$ cat config.mk
export PLATFORM = sky130hd
export DESIGN_NAME = neuron_apb_top
export DESIGN_NICKNAME = d
export VERILOG_FILES = /design/src/rtl/neuron_pkg.sv /design/src/rtl/neuron_apb_top.sv /design/src/rtl/relu_result.sv /design/src/rtl/neuron_execute.sv /design/src/rtl/apb_decode.sv /design/src/rtl/fp_add.sv /design/src/rtl/fp_mult.sv
export VERILOG_INCLUDE_DIRS = /design/src /design/src/rtl
export SDC_FILE = /design/constraint.sdc
export NUM_CORES = 2
export LEC_CHECK = 0
export BUFFER_PORTS_ARGS = -buffer_cell sky130_fd_sc_hd__buf_4
export CORE_UTILIZATION = 55
export DETAILED_ROUTE_END_ITERATION = 10
export GPL_ROUTABILITY_DRIVEN = 0
export PLACE_DENSITY = 0.71
export SYNTH_ARGS = -nofsm -noshare
export SYNTH_HDL_FRONTEND = slang
export SYNTH_SLANG_ARGS = --single-unit
$ cat constraint.sdc
create_clock -name clk -period 65.1 [get_ports clk]
set_input_delay 6.51 -clock clk [delete_from_list [all_inputs] [get_ports clk]]
set_output_delay 6.51 -clock clk [all_outputs]
set_load 0.01 [all_outputs]
$ cat src/rtl/neuron_macros.svh
`ifndef NEURON_MACROS_SVH
`define NEURON_MACROS_SVH

// Number of input and weight registers
`define NEURON_MAX_INPUTS 16

// APB byte address width
`define NEURON_APB_ADDR_W 8

`endif
$ cat src/rtl/neuron_pkg.sv
`default_nettype none

`include "neuron_macros.svh"

package neuron_pkg;

	typedef struct packed {
		logic        sign;
		logic [7:0]  exp;
		logic [22:0] mant;
	} fp32_t;

	typedef struct packed {
		logic                                   start;
		logic [$clog2(`NEURON_MAX_INPUTS+1)-1:0] count; // 0 to max terms
	} mac_cmd_t;

	typedef struct packed {
		fp32_t data;
		fp32_t weight;
	} operand_t;

	typedef struct packed {
		logic  valid;
		fp32_t value;
	} sum_t;

	localparam logic [`NEURON_APB_ADDR_W-1:0] REG_CTRL        = 'h00;
	localparam logic [`NEURON_APB_ADDR_W-1:0] REG_COUNT       = 'h04;
	localparam logic [`NEURON_APB_ADDR_W-1:0] REG_STATUS      = 'h08;
	localparam logic [`NEURON_APB_ADDR_W-1:0] REG_RESULT      = 'h0C;
	localparam logic [`NEURON_APB_ADDR_W-1:0] REG_INPUT_BASE  = 'h40;
	localparam logic [`NEURON_APB_ADDR_W-1:0] REG_WEIGHT_BASE = 'h80;

endpackage

`default_nettype wire

$ cat src/rtl/neuron_apb_top.sv
`default_nettype none
`timescale 1ns/100ps

`include "neuron_macros.svh"

module neuron_apb_top (
	input  logic                          clk,
	input  logic                          rst,
	input  logic                          psel,
	input  logic                          penable,
	input  logic                          pwrite,
	input  logic [`NEURON_APB_ADDR_W-1:0] paddr,
	input  logic [31:0]                   pwdata,
	output logic [31:0]                   prdata,
	output logic                          pready,
	output logic                          pslverr
);

	neuron_pkg::mac_cmd_t                  cmd;
	logic [$clog2(`NEURON_MAX_INPUTS)-1:0] op_index;
	neuron_pkg::operand_t                  operand;
	neuron_pkg::sum_t                      sum;
	logic                                  busy;
	logic                                  done;
	neuron_pkg::fp32_t                     result;

	apb_decode i_apb_decode (
		.clk(clk),
		.rst(rst),
		.psel(psel),
		.penable(penable),
		.pwrite(pwrite),
		.paddr(paddr),
		.pwdata(pwdata),
		.prdata(prdata),
		.pready(pready),
		.pslverr(pslverr),
		.cmd(cmd),
		.op_index(op_index),
		.operand(operand),
		.busy(busy),
		.done(done),
		.result(result)
	);

	neuron_execute i_neuron_execute (
		.clk(clk),
		.rst(rst),
		.cmd(cmd),
		.op_index(op_index),
		.operand(operand),
		.sum(sum)
	);

	relu_result i_relu_result (
		.clk(clk),
		.rst(rst),
		.cmd(cmd),
		.sum(sum),
		.busy(busy),
		.done(done),
		.result(result)
	);

endmodule

`default_nettype wire

$ cat src/rtl/relu_result.sv
`default_nettype none
`timescale 1ns/100ps

module relu_result (
	input  logic                 clk,
	input  logic                 rst,
	input  neuron_pkg::mac_cmd_t cmd,
	input  neuron_pkg::sum_t     sum,
	output logic                 busy,
	output logic                 done,
	output neuron_pkg::fp32_t    result
);

	always_ff @(posedge clk)
	begin
		if (rst)
		begin
			busy <= 1'b0;
			done <= 1'b0;
			result <= '0;
		end
		else if (cmd.start)
		begin
			busy <= 1'b1;
			done <= 1'b0;
		end
		else if (sum.valid)
		begin
			result <= sum.value.sign ? '0 : sum.value; // ReLU clamp
			busy <= 1'b0;
			done <= 1'b1;
		end
	end

endmodule

`default_nettype wire

$ cat src/rtl/neuron_execute.sv
`default_nettype none
`timescale 1ns/100ps

`include "neuron_macros.svh"

module neuron_execute (
	input  logic                                  clk,
	input  logic                                  rst,
	input  neuron_pkg::mac_cmd_t                  cmd,
	output logic [$clog2(`NEURON_MAX_INPUTS)-1:0] op_index,
	input  neuron_pkg::operand_t                  operand,
	output neuron_pkg::sum_t                      sum
);

	localparam int IDX_W = $clog2(`NEURON_MAX_INPUTS);
	localparam int CNT_W = $clog2(`NEURON_MAX_INPUTS + 1);

	logic [IDX_W-1:0]   idx_q;
	logic [CNT_W-1:0]   left_q;
	logic               active_q;
	logic               valid_q;
	neuron_pkg::fp32_t  acc_q;
	neuron_pkg::fp32_t  product;
	neuron_pkg::fp32_t  acc_next;

	fp_mult i_fp_mult (
		.a(operand.data),
		.b(operand.weight),
		.y(product)
	);

	fp_add i_fp_add (
		.a(acc_q),
		.b(product),
		.y(acc_next)
	);

	always_ff @(posedge clk)
	begin
		if (rst)
		begin
			idx_q <= '0;
			left_q <= '0;
			active_q <= 1'b0;
			valid_q <= 1'b0;
		end
		else
		begin
			valid_q <= 1'b0;
			if (cmd.start)
			begin
				idx_q <= '0;
				left_q <= cmd.count;
				active_q <= cmd.count != '0;
				valid_q <= cmd.count == '0; // Empty dot product
			end
			else if (active_q)
			begin
				idx_q <= idx_q + 1'b1;
				left_q <= left_q - 1'b1;
				if (left_q == CNT_W'(1))
				begin
					active_q <= 1'b0;
					valid_q <= 1'b1; // Last term taken
				end
			end
		end
	end

	always_ff @(posedge clk)
	begin
		if (cmd.start)
			acc_q <= '0;
		else if (active_q)
			acc_q <= acc_next;
	end

	assign op_index = idx_q;
	assign sum.valid = valid_q;
	assign sum.value = acc_q;

endmodule

`default_nettype wire

$ cat src/rtl/apb_decode.sv
`default_nettype none
`timescale 1ns/100ps

`include "neuron_macros.svh"

module apb_decode (
	input  logic                                  clk,
	input  logic                                  rst,
	input  logic                                  psel,
	input  logic                                  penable,
	input  logic                                  pwrite,
	input  logic [`NEURON_APB_ADDR_W-1:0]         paddr,
	input  logic [31:0]                           pwdata,
	output logic [31:0]                           prdata,
	output logic                                  pready,
	output logic                                  pslverr,
	output neuron_pkg::mac_cmd_t                  cmd,
	input  logic [$clog2(`NEURON_MAX_INPUTS)-1:0] op_index,
	output neuron_pkg::operand_t                  operand,
	input  logic                                  busy,
	input  logic                                  done,
	input  neuron_pkg::fp32_t                     result
);

	localparam int IDX_W = $clog2(`NEURON_MAX_INPUTS);
	localparam int CNT_W = $clog2(`NEURON_MAX_INPUTS + 1);
	localparam int REGION_LSB = IDX_W + 2;

	neuron_pkg::fp32_t               input_q [`NEURON_MAX_INPUTS];
	neuron_pkg::fp32_t               weight_q [`NEURON_MAX_INPUTS];
	logic [CNT_W-1:0]                count_q;
	logic                            start_q;
	logic [`NEURON_APB_ADDR_W-1:0]   region;
	logic [IDX_W-1:0]                reg_idx;
	logic                            aligned;
	logic                            access;
	logic                            busy_any;
	logic                            is_ctrl;
	logic                            is_count;
	logic                            is_status;
	logic                            is_result;
	logic                            is_input;
	logic                            is_weight;
	logic                            mapped;
	logic                            wr_ok;

	assign region = {paddr[`NEURON_APB_ADDR_W-1:REGION_LSB], {REGION_LSB{1'b0}}};
	assign reg_idx = paddr[2 +: IDX_W];
	assign aligned = paddr[1:0] == 2'b00;

	assign is_ctrl = paddr == neuron_pkg::REG_CTRL;
	assign is_count = paddr == neuron_pkg::REG_COUNT;
	assign is_status = paddr == neuron_pkg::REG_STATUS;
	assign is_result = paddr == neuron_pkg::REG_RESULT;
	assign is_input = aligned && region == neuron_pkg::REG_INPUT_BASE;
	assign is_weight = aligned && region == neuron_pkg::REG_WEIGHT_BASE;
	assign mapped = is_ctrl | is_count | is_status | is_result | is_input | is_weight;

	assign busy_any = busy | start_q; // Covers the start cycle
	assign access = psel & penable;
	assign pready = 1'b1; // No wait states
	assign pslverr = access & (!mapped | (pwrite & (is_status | is_result | busy_any)));
	assign wr_ok = access & pwrite & !pslverr;

	always_ff @(posedge clk)
	begin
		if (rst)
		begin
			count_q <= '0;
			start_q <= 1'b0;
		end
		else
		begin
			start_q <= wr_ok & is_ctrl & pwdata[0];
			if (wr_ok && is_count)
			begin
				if (pwdata > `NEURON_MAX_INPUTS)
					count_q <= CNT_W'(`NEURON_MAX_INPUTS); // Clamp to register count
				else
					count_q <= pwdata[CNT_W-1:0];
			end
		end
	end

	always_ff @(posedge clk)
	begin
		if (wr_ok && is_input)
			input_q[reg_idx] <= pwdata;
		if (wr_ok && is_weight)
			weight_q[reg_idx] <= pwdata;
	end

	always_comb
	begin
		prdata = 32'd0; // CTRL and unmapped read zero
		if (is_count)
			prdata = 32'(count_q);
		else if (is_status)
			prdata = {30'd0, done, busy_any};
		else if (is_result)
			prdata = result;
		else if (is_input)
			prdata = input_q[reg_idx];
		else if (is_weight)
			prdata = weight_q[reg_idx];
	end

	assign cmd.start = start_q;
	assign cmd.count = count_q;

	assign operand.data = input_q[op_index];
	assign operand.weight = weight_q[op_index];

endmodule

`default_nettype wire

$ cat src/rtl/fp_add.sv
`default_nettype none
`timescale 1ns/100ps

module fp_add (
	input  neuron_pkg::fp32_t a,
	input  neuron_pkg::fp32_t b,
	output neuron_pkg::fp32_t y
);

	neuron_pkg::fp32_t  big;
	neuron_pkg::fp32_t  small_op;
	logic [23:0]        big_m;
	logic [23:0]        small_m;
	logic [23:0]        small_sh;
	logic [7:0]         exp_diff;
	logic [24:0]        raw;
	logic [23:0]        norm;
	logic [4:0]         lz;
	logic               found;
	logic signed [9:0]  exp_out;

	always_comb
	begin
		if ({a.exp, a.mant} >= {b.exp, b.mant})
		begin
			big = a;
			small_op = b;
		end
		else
		begin
			big = b;
			small_op = a;
		end

		// Subnormals count as zero
		big_m = (big.exp != 8'd0) ? {1'b1, big.mant} : 24'd0;
		small_m = (small_op.exp != 8'd0) ? {1'b1, small_op.mant} : 24'd0;

		exp_diff = big.exp - small_op.exp;
		small_sh = (exp_diff > 8'd23) ? 24'd0 : (small_m >> exp_diff); // Align

		if (big.sign == small_op.sign)
		begin
			raw = {1'b0, big_m} + {1'b0, small_sh};
		end
		else
		begin
			raw = {1'b0, big_m} - {1'b0, small_sh}; // Never negative
		end

		lz = 5'd0;
		found = 1'b0;
		for (int i = 23; i >= 0; i--)
		begin
			if (!found && raw[i])
			begin
				found = 1'b1;
			end
			else if (!found)
			begin
				lz = lz + 5'd1;
			end
		end
		norm = raw[23:0] << lz;

		if (raw[24])
		begin
			exp_out = $signed({2'b00, big.exp}) + 10'sd1; // Carry out
			y.mant = raw[23:1];
		end
		else
		begin
			exp_out = $signed({2'b00, big.exp}) - $signed({5'd0, lz});
			y.mant = norm[22:0];
		end
		y.sign = big.sign;
		y.exp = exp_out[7:0];

		if (raw == 25'd0)
		begin
			y = '0; // Exact cancellation gives +0
		end
		else if (exp_out <= 10'sd0)
		begin
			y = {big.sign, 31'd0};
		end
	end

endmodule

`default_nettype wire

$ cat src/rtl/fp_mult.sv
`default_nettype none
`timescale 1ns/100ps

module fp_mult (
	input  neuron_pkg::fp32_t a,
	input  neuron_pkg::fp32_t b,
	output neuron_pkg::fp32_t y
);

	logic               sign;
	logic [47:0]        prod;
	logic signed [9:0]  exp_sum;
	logic [22:0]        mant;

	always_comb
	begin
		sign = a.sign ^ b.sign;
		prod = {1'b1, a.mant} * {1'b1, b.mant}; // Hidden bits restored
		exp_sum = $signed({2'b00, a.exp}) + $signed({2'b00, b.exp}) - 10'sd127;
		if (prod[47])
		begin
			exp_sum = exp_sum + 10'sd1; // Product in [2,4)
			mant = prod[46:24];
		end
		else
		begin
			mant = prod[45:23];
		end

		y.sign = sign;
		y.exp = exp_sum[7:0];
		y.mant = mant; // Truncated

		if (a.exp == 8'd0 || b.exp == 8'd0 || exp_sum <= 10'sd0)
		begin
			y = {sign, 31'd0}; // Flush to signed zero
		end
	end

endmodule

`default_nettype wire

==> summary.md <==
| Metric | Value |
|---|---|
| Element type at the critical path start | `register` |
| Area of the multi-input gates | `43300 um2` |
| CP Max Fanout | `101` |
| CTS buffer count | `103` |
| CTS Hold Buffers Added | `0` |
| Dpl hpwl | `163 mm` |
| Post-Synth XOR/XNOR Area | `1.58%` |
| Vias | `55500` |
| Mapped cell area | `79300 um2` |
| Peak supply drop | `0.0000661 V` |
| Gr busiest metal | `met2` |
| Synth Area in Compound Gates | `7.53%` |
| First-pass GRT wire length | `364 mm` |
| Simple-Gate Fraction of Synth Area | `8.44%` |
| Mux contribution to synthesized area | `20.1%` |
| Power Dens Cells | `36.0 nW/um2` |
| GR Layer Usage met3 | `9.28%` |
| Pin count of the biggest net entering global routing | `118` |
| Synth Register Bits | `1110` |
| Synth Instances | `6180` |
| Setup crit end kind | `register` |
| Crit path DAT | `39610 ps` |
| Post-route setup TNS | `0 ps` |
| Placed inst area | `82100 um2` |
| Met1 usage | `45.7%` |
| Core ar. | `143000 um2` |
| Max Cap Viol | `0` |
| Fillcell total | `11000` |
| Syn_nets | `6982` |
| Hold slack | `476 ps` |
| Non-Filler Instances | `8112` |
| Die Ht | `382 um` |
| Synth cell types | `118` |
| Via/cell ratio | `6.85` |
| Die Width | `382 um` |
| Setup Viol. Count Final | `0` |
| Clock skew | `78.8 ps` |
| Post-route ant nets | `0` |
| CP top delay family | `adder cells` |
| Met2 Resource Use GR | `51.0%` |
| Layout cell share with drive strength beyond 1 | `18.7%` |
| Max Freq | `25.7 MHz` |
| Post-CTS setup buffers | `0` |
| Setup WS pre-CTS | `26590 ps` |
| Initial core utilization | `55.4%` |
| Worst skew pair latency | `760 ps` |
| Commonest non-fill, non-tap cell in the layout | `edfxtp_1` |
| H-tree depth | `3` |
| Hold Path Class | `register to register` |
| Wire length per cell | `30.4 um` |
| Status | `finished clean` |
| Asr flop ratio synth | `0%` |
| Most used flip-flop cell after synthesis | `edfxtp_1` |
| Number of top-level pins | `79` |
| Seq/Total Area, Yosys | `40.9%` |
| Synth Area in Adders | `16.5%` |
| Max-slew headroom | `12.8%` |
| Final period util | `59.9%` |
| Initial antenna violation count | `13` |
| Drt first pass iters | `7` |
| Crit path top cell by count | `ha_1` |
| Post-Place Cells | `7915` |
| CTS root buf | `clkbuf_16` |
| Final net count | `6919` |
| Largest family of logic cells by synthesized area | `multiplexers` |
| Final worst slack | `26130 ps` |
| CTS Buffer Depth | `3` |
| Synthesized area per cell | `12.8 um2` |
| P&R area growth vs syn | `7.72%` |
| Number of flops mapped to enable cells by yosys | `1024` |
| Total Routed Length | `246 mm` |
| Initial DRC Count | `7766` |
| LEAKAGE | `31.7 nW` |
| Worst Path Buf+Inv | `16` |
| I/O Buffers | `77` |
| Synth warn | `0` |
| Post-CTS resize count | `0` |
| Total Power | `3.08 mW` |
| Post-route cell area | `85500 um2` |
| Final Max Tran Viols | `0` |
| Register area | `32500 um2` |
| CTS tree | `yes` |
| CTS clk-pin slew, worst paths | `60 ps` |
| Worst path required time | `65740 ps` |
| Setup repair after global routing missed its margin | `no` |
| Most frequent cells in the layout | `edfxtp_1, inv_1, mux4_2, nand2_1, fa_1` |
| Die area | `146000 um2` |
| GRT Util Overall | `34.0%` |
| Measured slew at the worst slew-check pin | `1300 ps` |
| GRT overflow | `0` |
| Total clock sinks | `1110` |
| Worst path slowest cell | `a2111oi_2` |
| Final hold vios | `0` |
| Worst Path Class, Setup | `register to register` |
| Minimum clock period | `38970 ps` |
| # rows | `139` |
| Final core utilization | `59.6%` |
| DRC viols | `0` |
| Vias in the first global route | `55900` |
| Max incr delay on CP | `1050 ps` |
[synthesized netlist by cell type, types with 37 or more instances]
| master | count | area share [%] |
|---|---|---|
| nand2_1 | 560 | 2.6 |
| xor2_1 | 46 | 0.51 |
| mux2_2 | 45 | 0.64 |
| clkbuf_1 | 247 | 1.2 |
| ha_1 | 273 | 4.3 |
| inv_1 | 652 | 3.1 |
| xnor2_1 | 78 | 0.86 |
| edfxtp_1 | 1024 | 39 |
| nor2_1 | 475 | 2.2 |
| buf_1 | 85 | 0.40 |
| nor3_1 | 57 | 0.36 |
| mux2i_1 | 126 | 1.6 |
| a22oi_1 | 45 | 0.43 |
| mux4_2 | 627 | 18 |
| a22o_1 | 48 | 0.53 |
| and2_1 | 76 | 0.60 |
| fa_1 | 484 | 12 |
| o21ai_0 | 139 | 0.88 |
| nand3_1 | 65 | 0.41 |
| nand2b_1 | 37 | 0.29 |
| dfxtp_1 | 86 | 2.2 |
| a21oi_1 | 233 | 1.5 |
| a21o_1 | 61 | 0.58 |
[state kept, by name (all words and copies together) (netlist names), 4 cells and up, named ones only]
signal	cells
i_apb_decode.count_q	5
i_apb_decode.input_q	512
i_apb_decode.weight_q	512
i_neuron_execute.left_q	5
i_neuron_execute.op_index	4
i_neuron_execute.sum	32
i_relu_result.result	31
[area by class of cell]
| class | instances | share of cell area (%) |
|---|---|---|
| antenna | 5 | 0.0146 |
| clock buffer | 127 | 3.17 |
| clock inverter | 65 | 0.739 |
| inverter | 663 | 2.91 |
| multi-input combinational | 4051 | 50.7 |
| sequential | 1110 | 38.0 |
| tap | 1903 | 2.79 |
| timing repair buffer | 188 | 1.72 |
[power by group]
group / internal [mW] / switching [mW] / leakage [nW]
clock network: 0.326 / 0.277 / 1.61
registers: 0.786 / 0.0308 / 9.90
logic: 0.584 / 1.08 / 20.2
[path summary, 6_finish.rpt]
kind	from	endpoint	depth (start not counted)	slack, ps
setup / recovery	register	i_neuron_execute.sum[7]	153	26130
setup reg to reg	register	i_neuron_execute.sum[7]	153	26130
hold reg to reg	i_relu_result.result[8]	i_relu_result.result[8]	1	480
hold / removal	i_relu_result.result[8]	i_relu_result.result[8]	1	480
[cells by family (layout without fill, tap and decap cells)]
logic type,after synthesis,after routing
and+or+nand+nor,1483,1483
DFF,1110,1110
buffers and inverters,1019,1043
AOI/OAI and AO/OA,875,875
muxes,801,801
adders and majority gates,759,759
xor gates and xnor gates,132,132
other,1,6
[layer usage]
layer  share of wire, %  wire [um]
met1                 36      88800
met2                 45     110000
met3                 13      32800
met4                6.0      14700
met5              0.041        101
(Power assumes the default switching activity.)
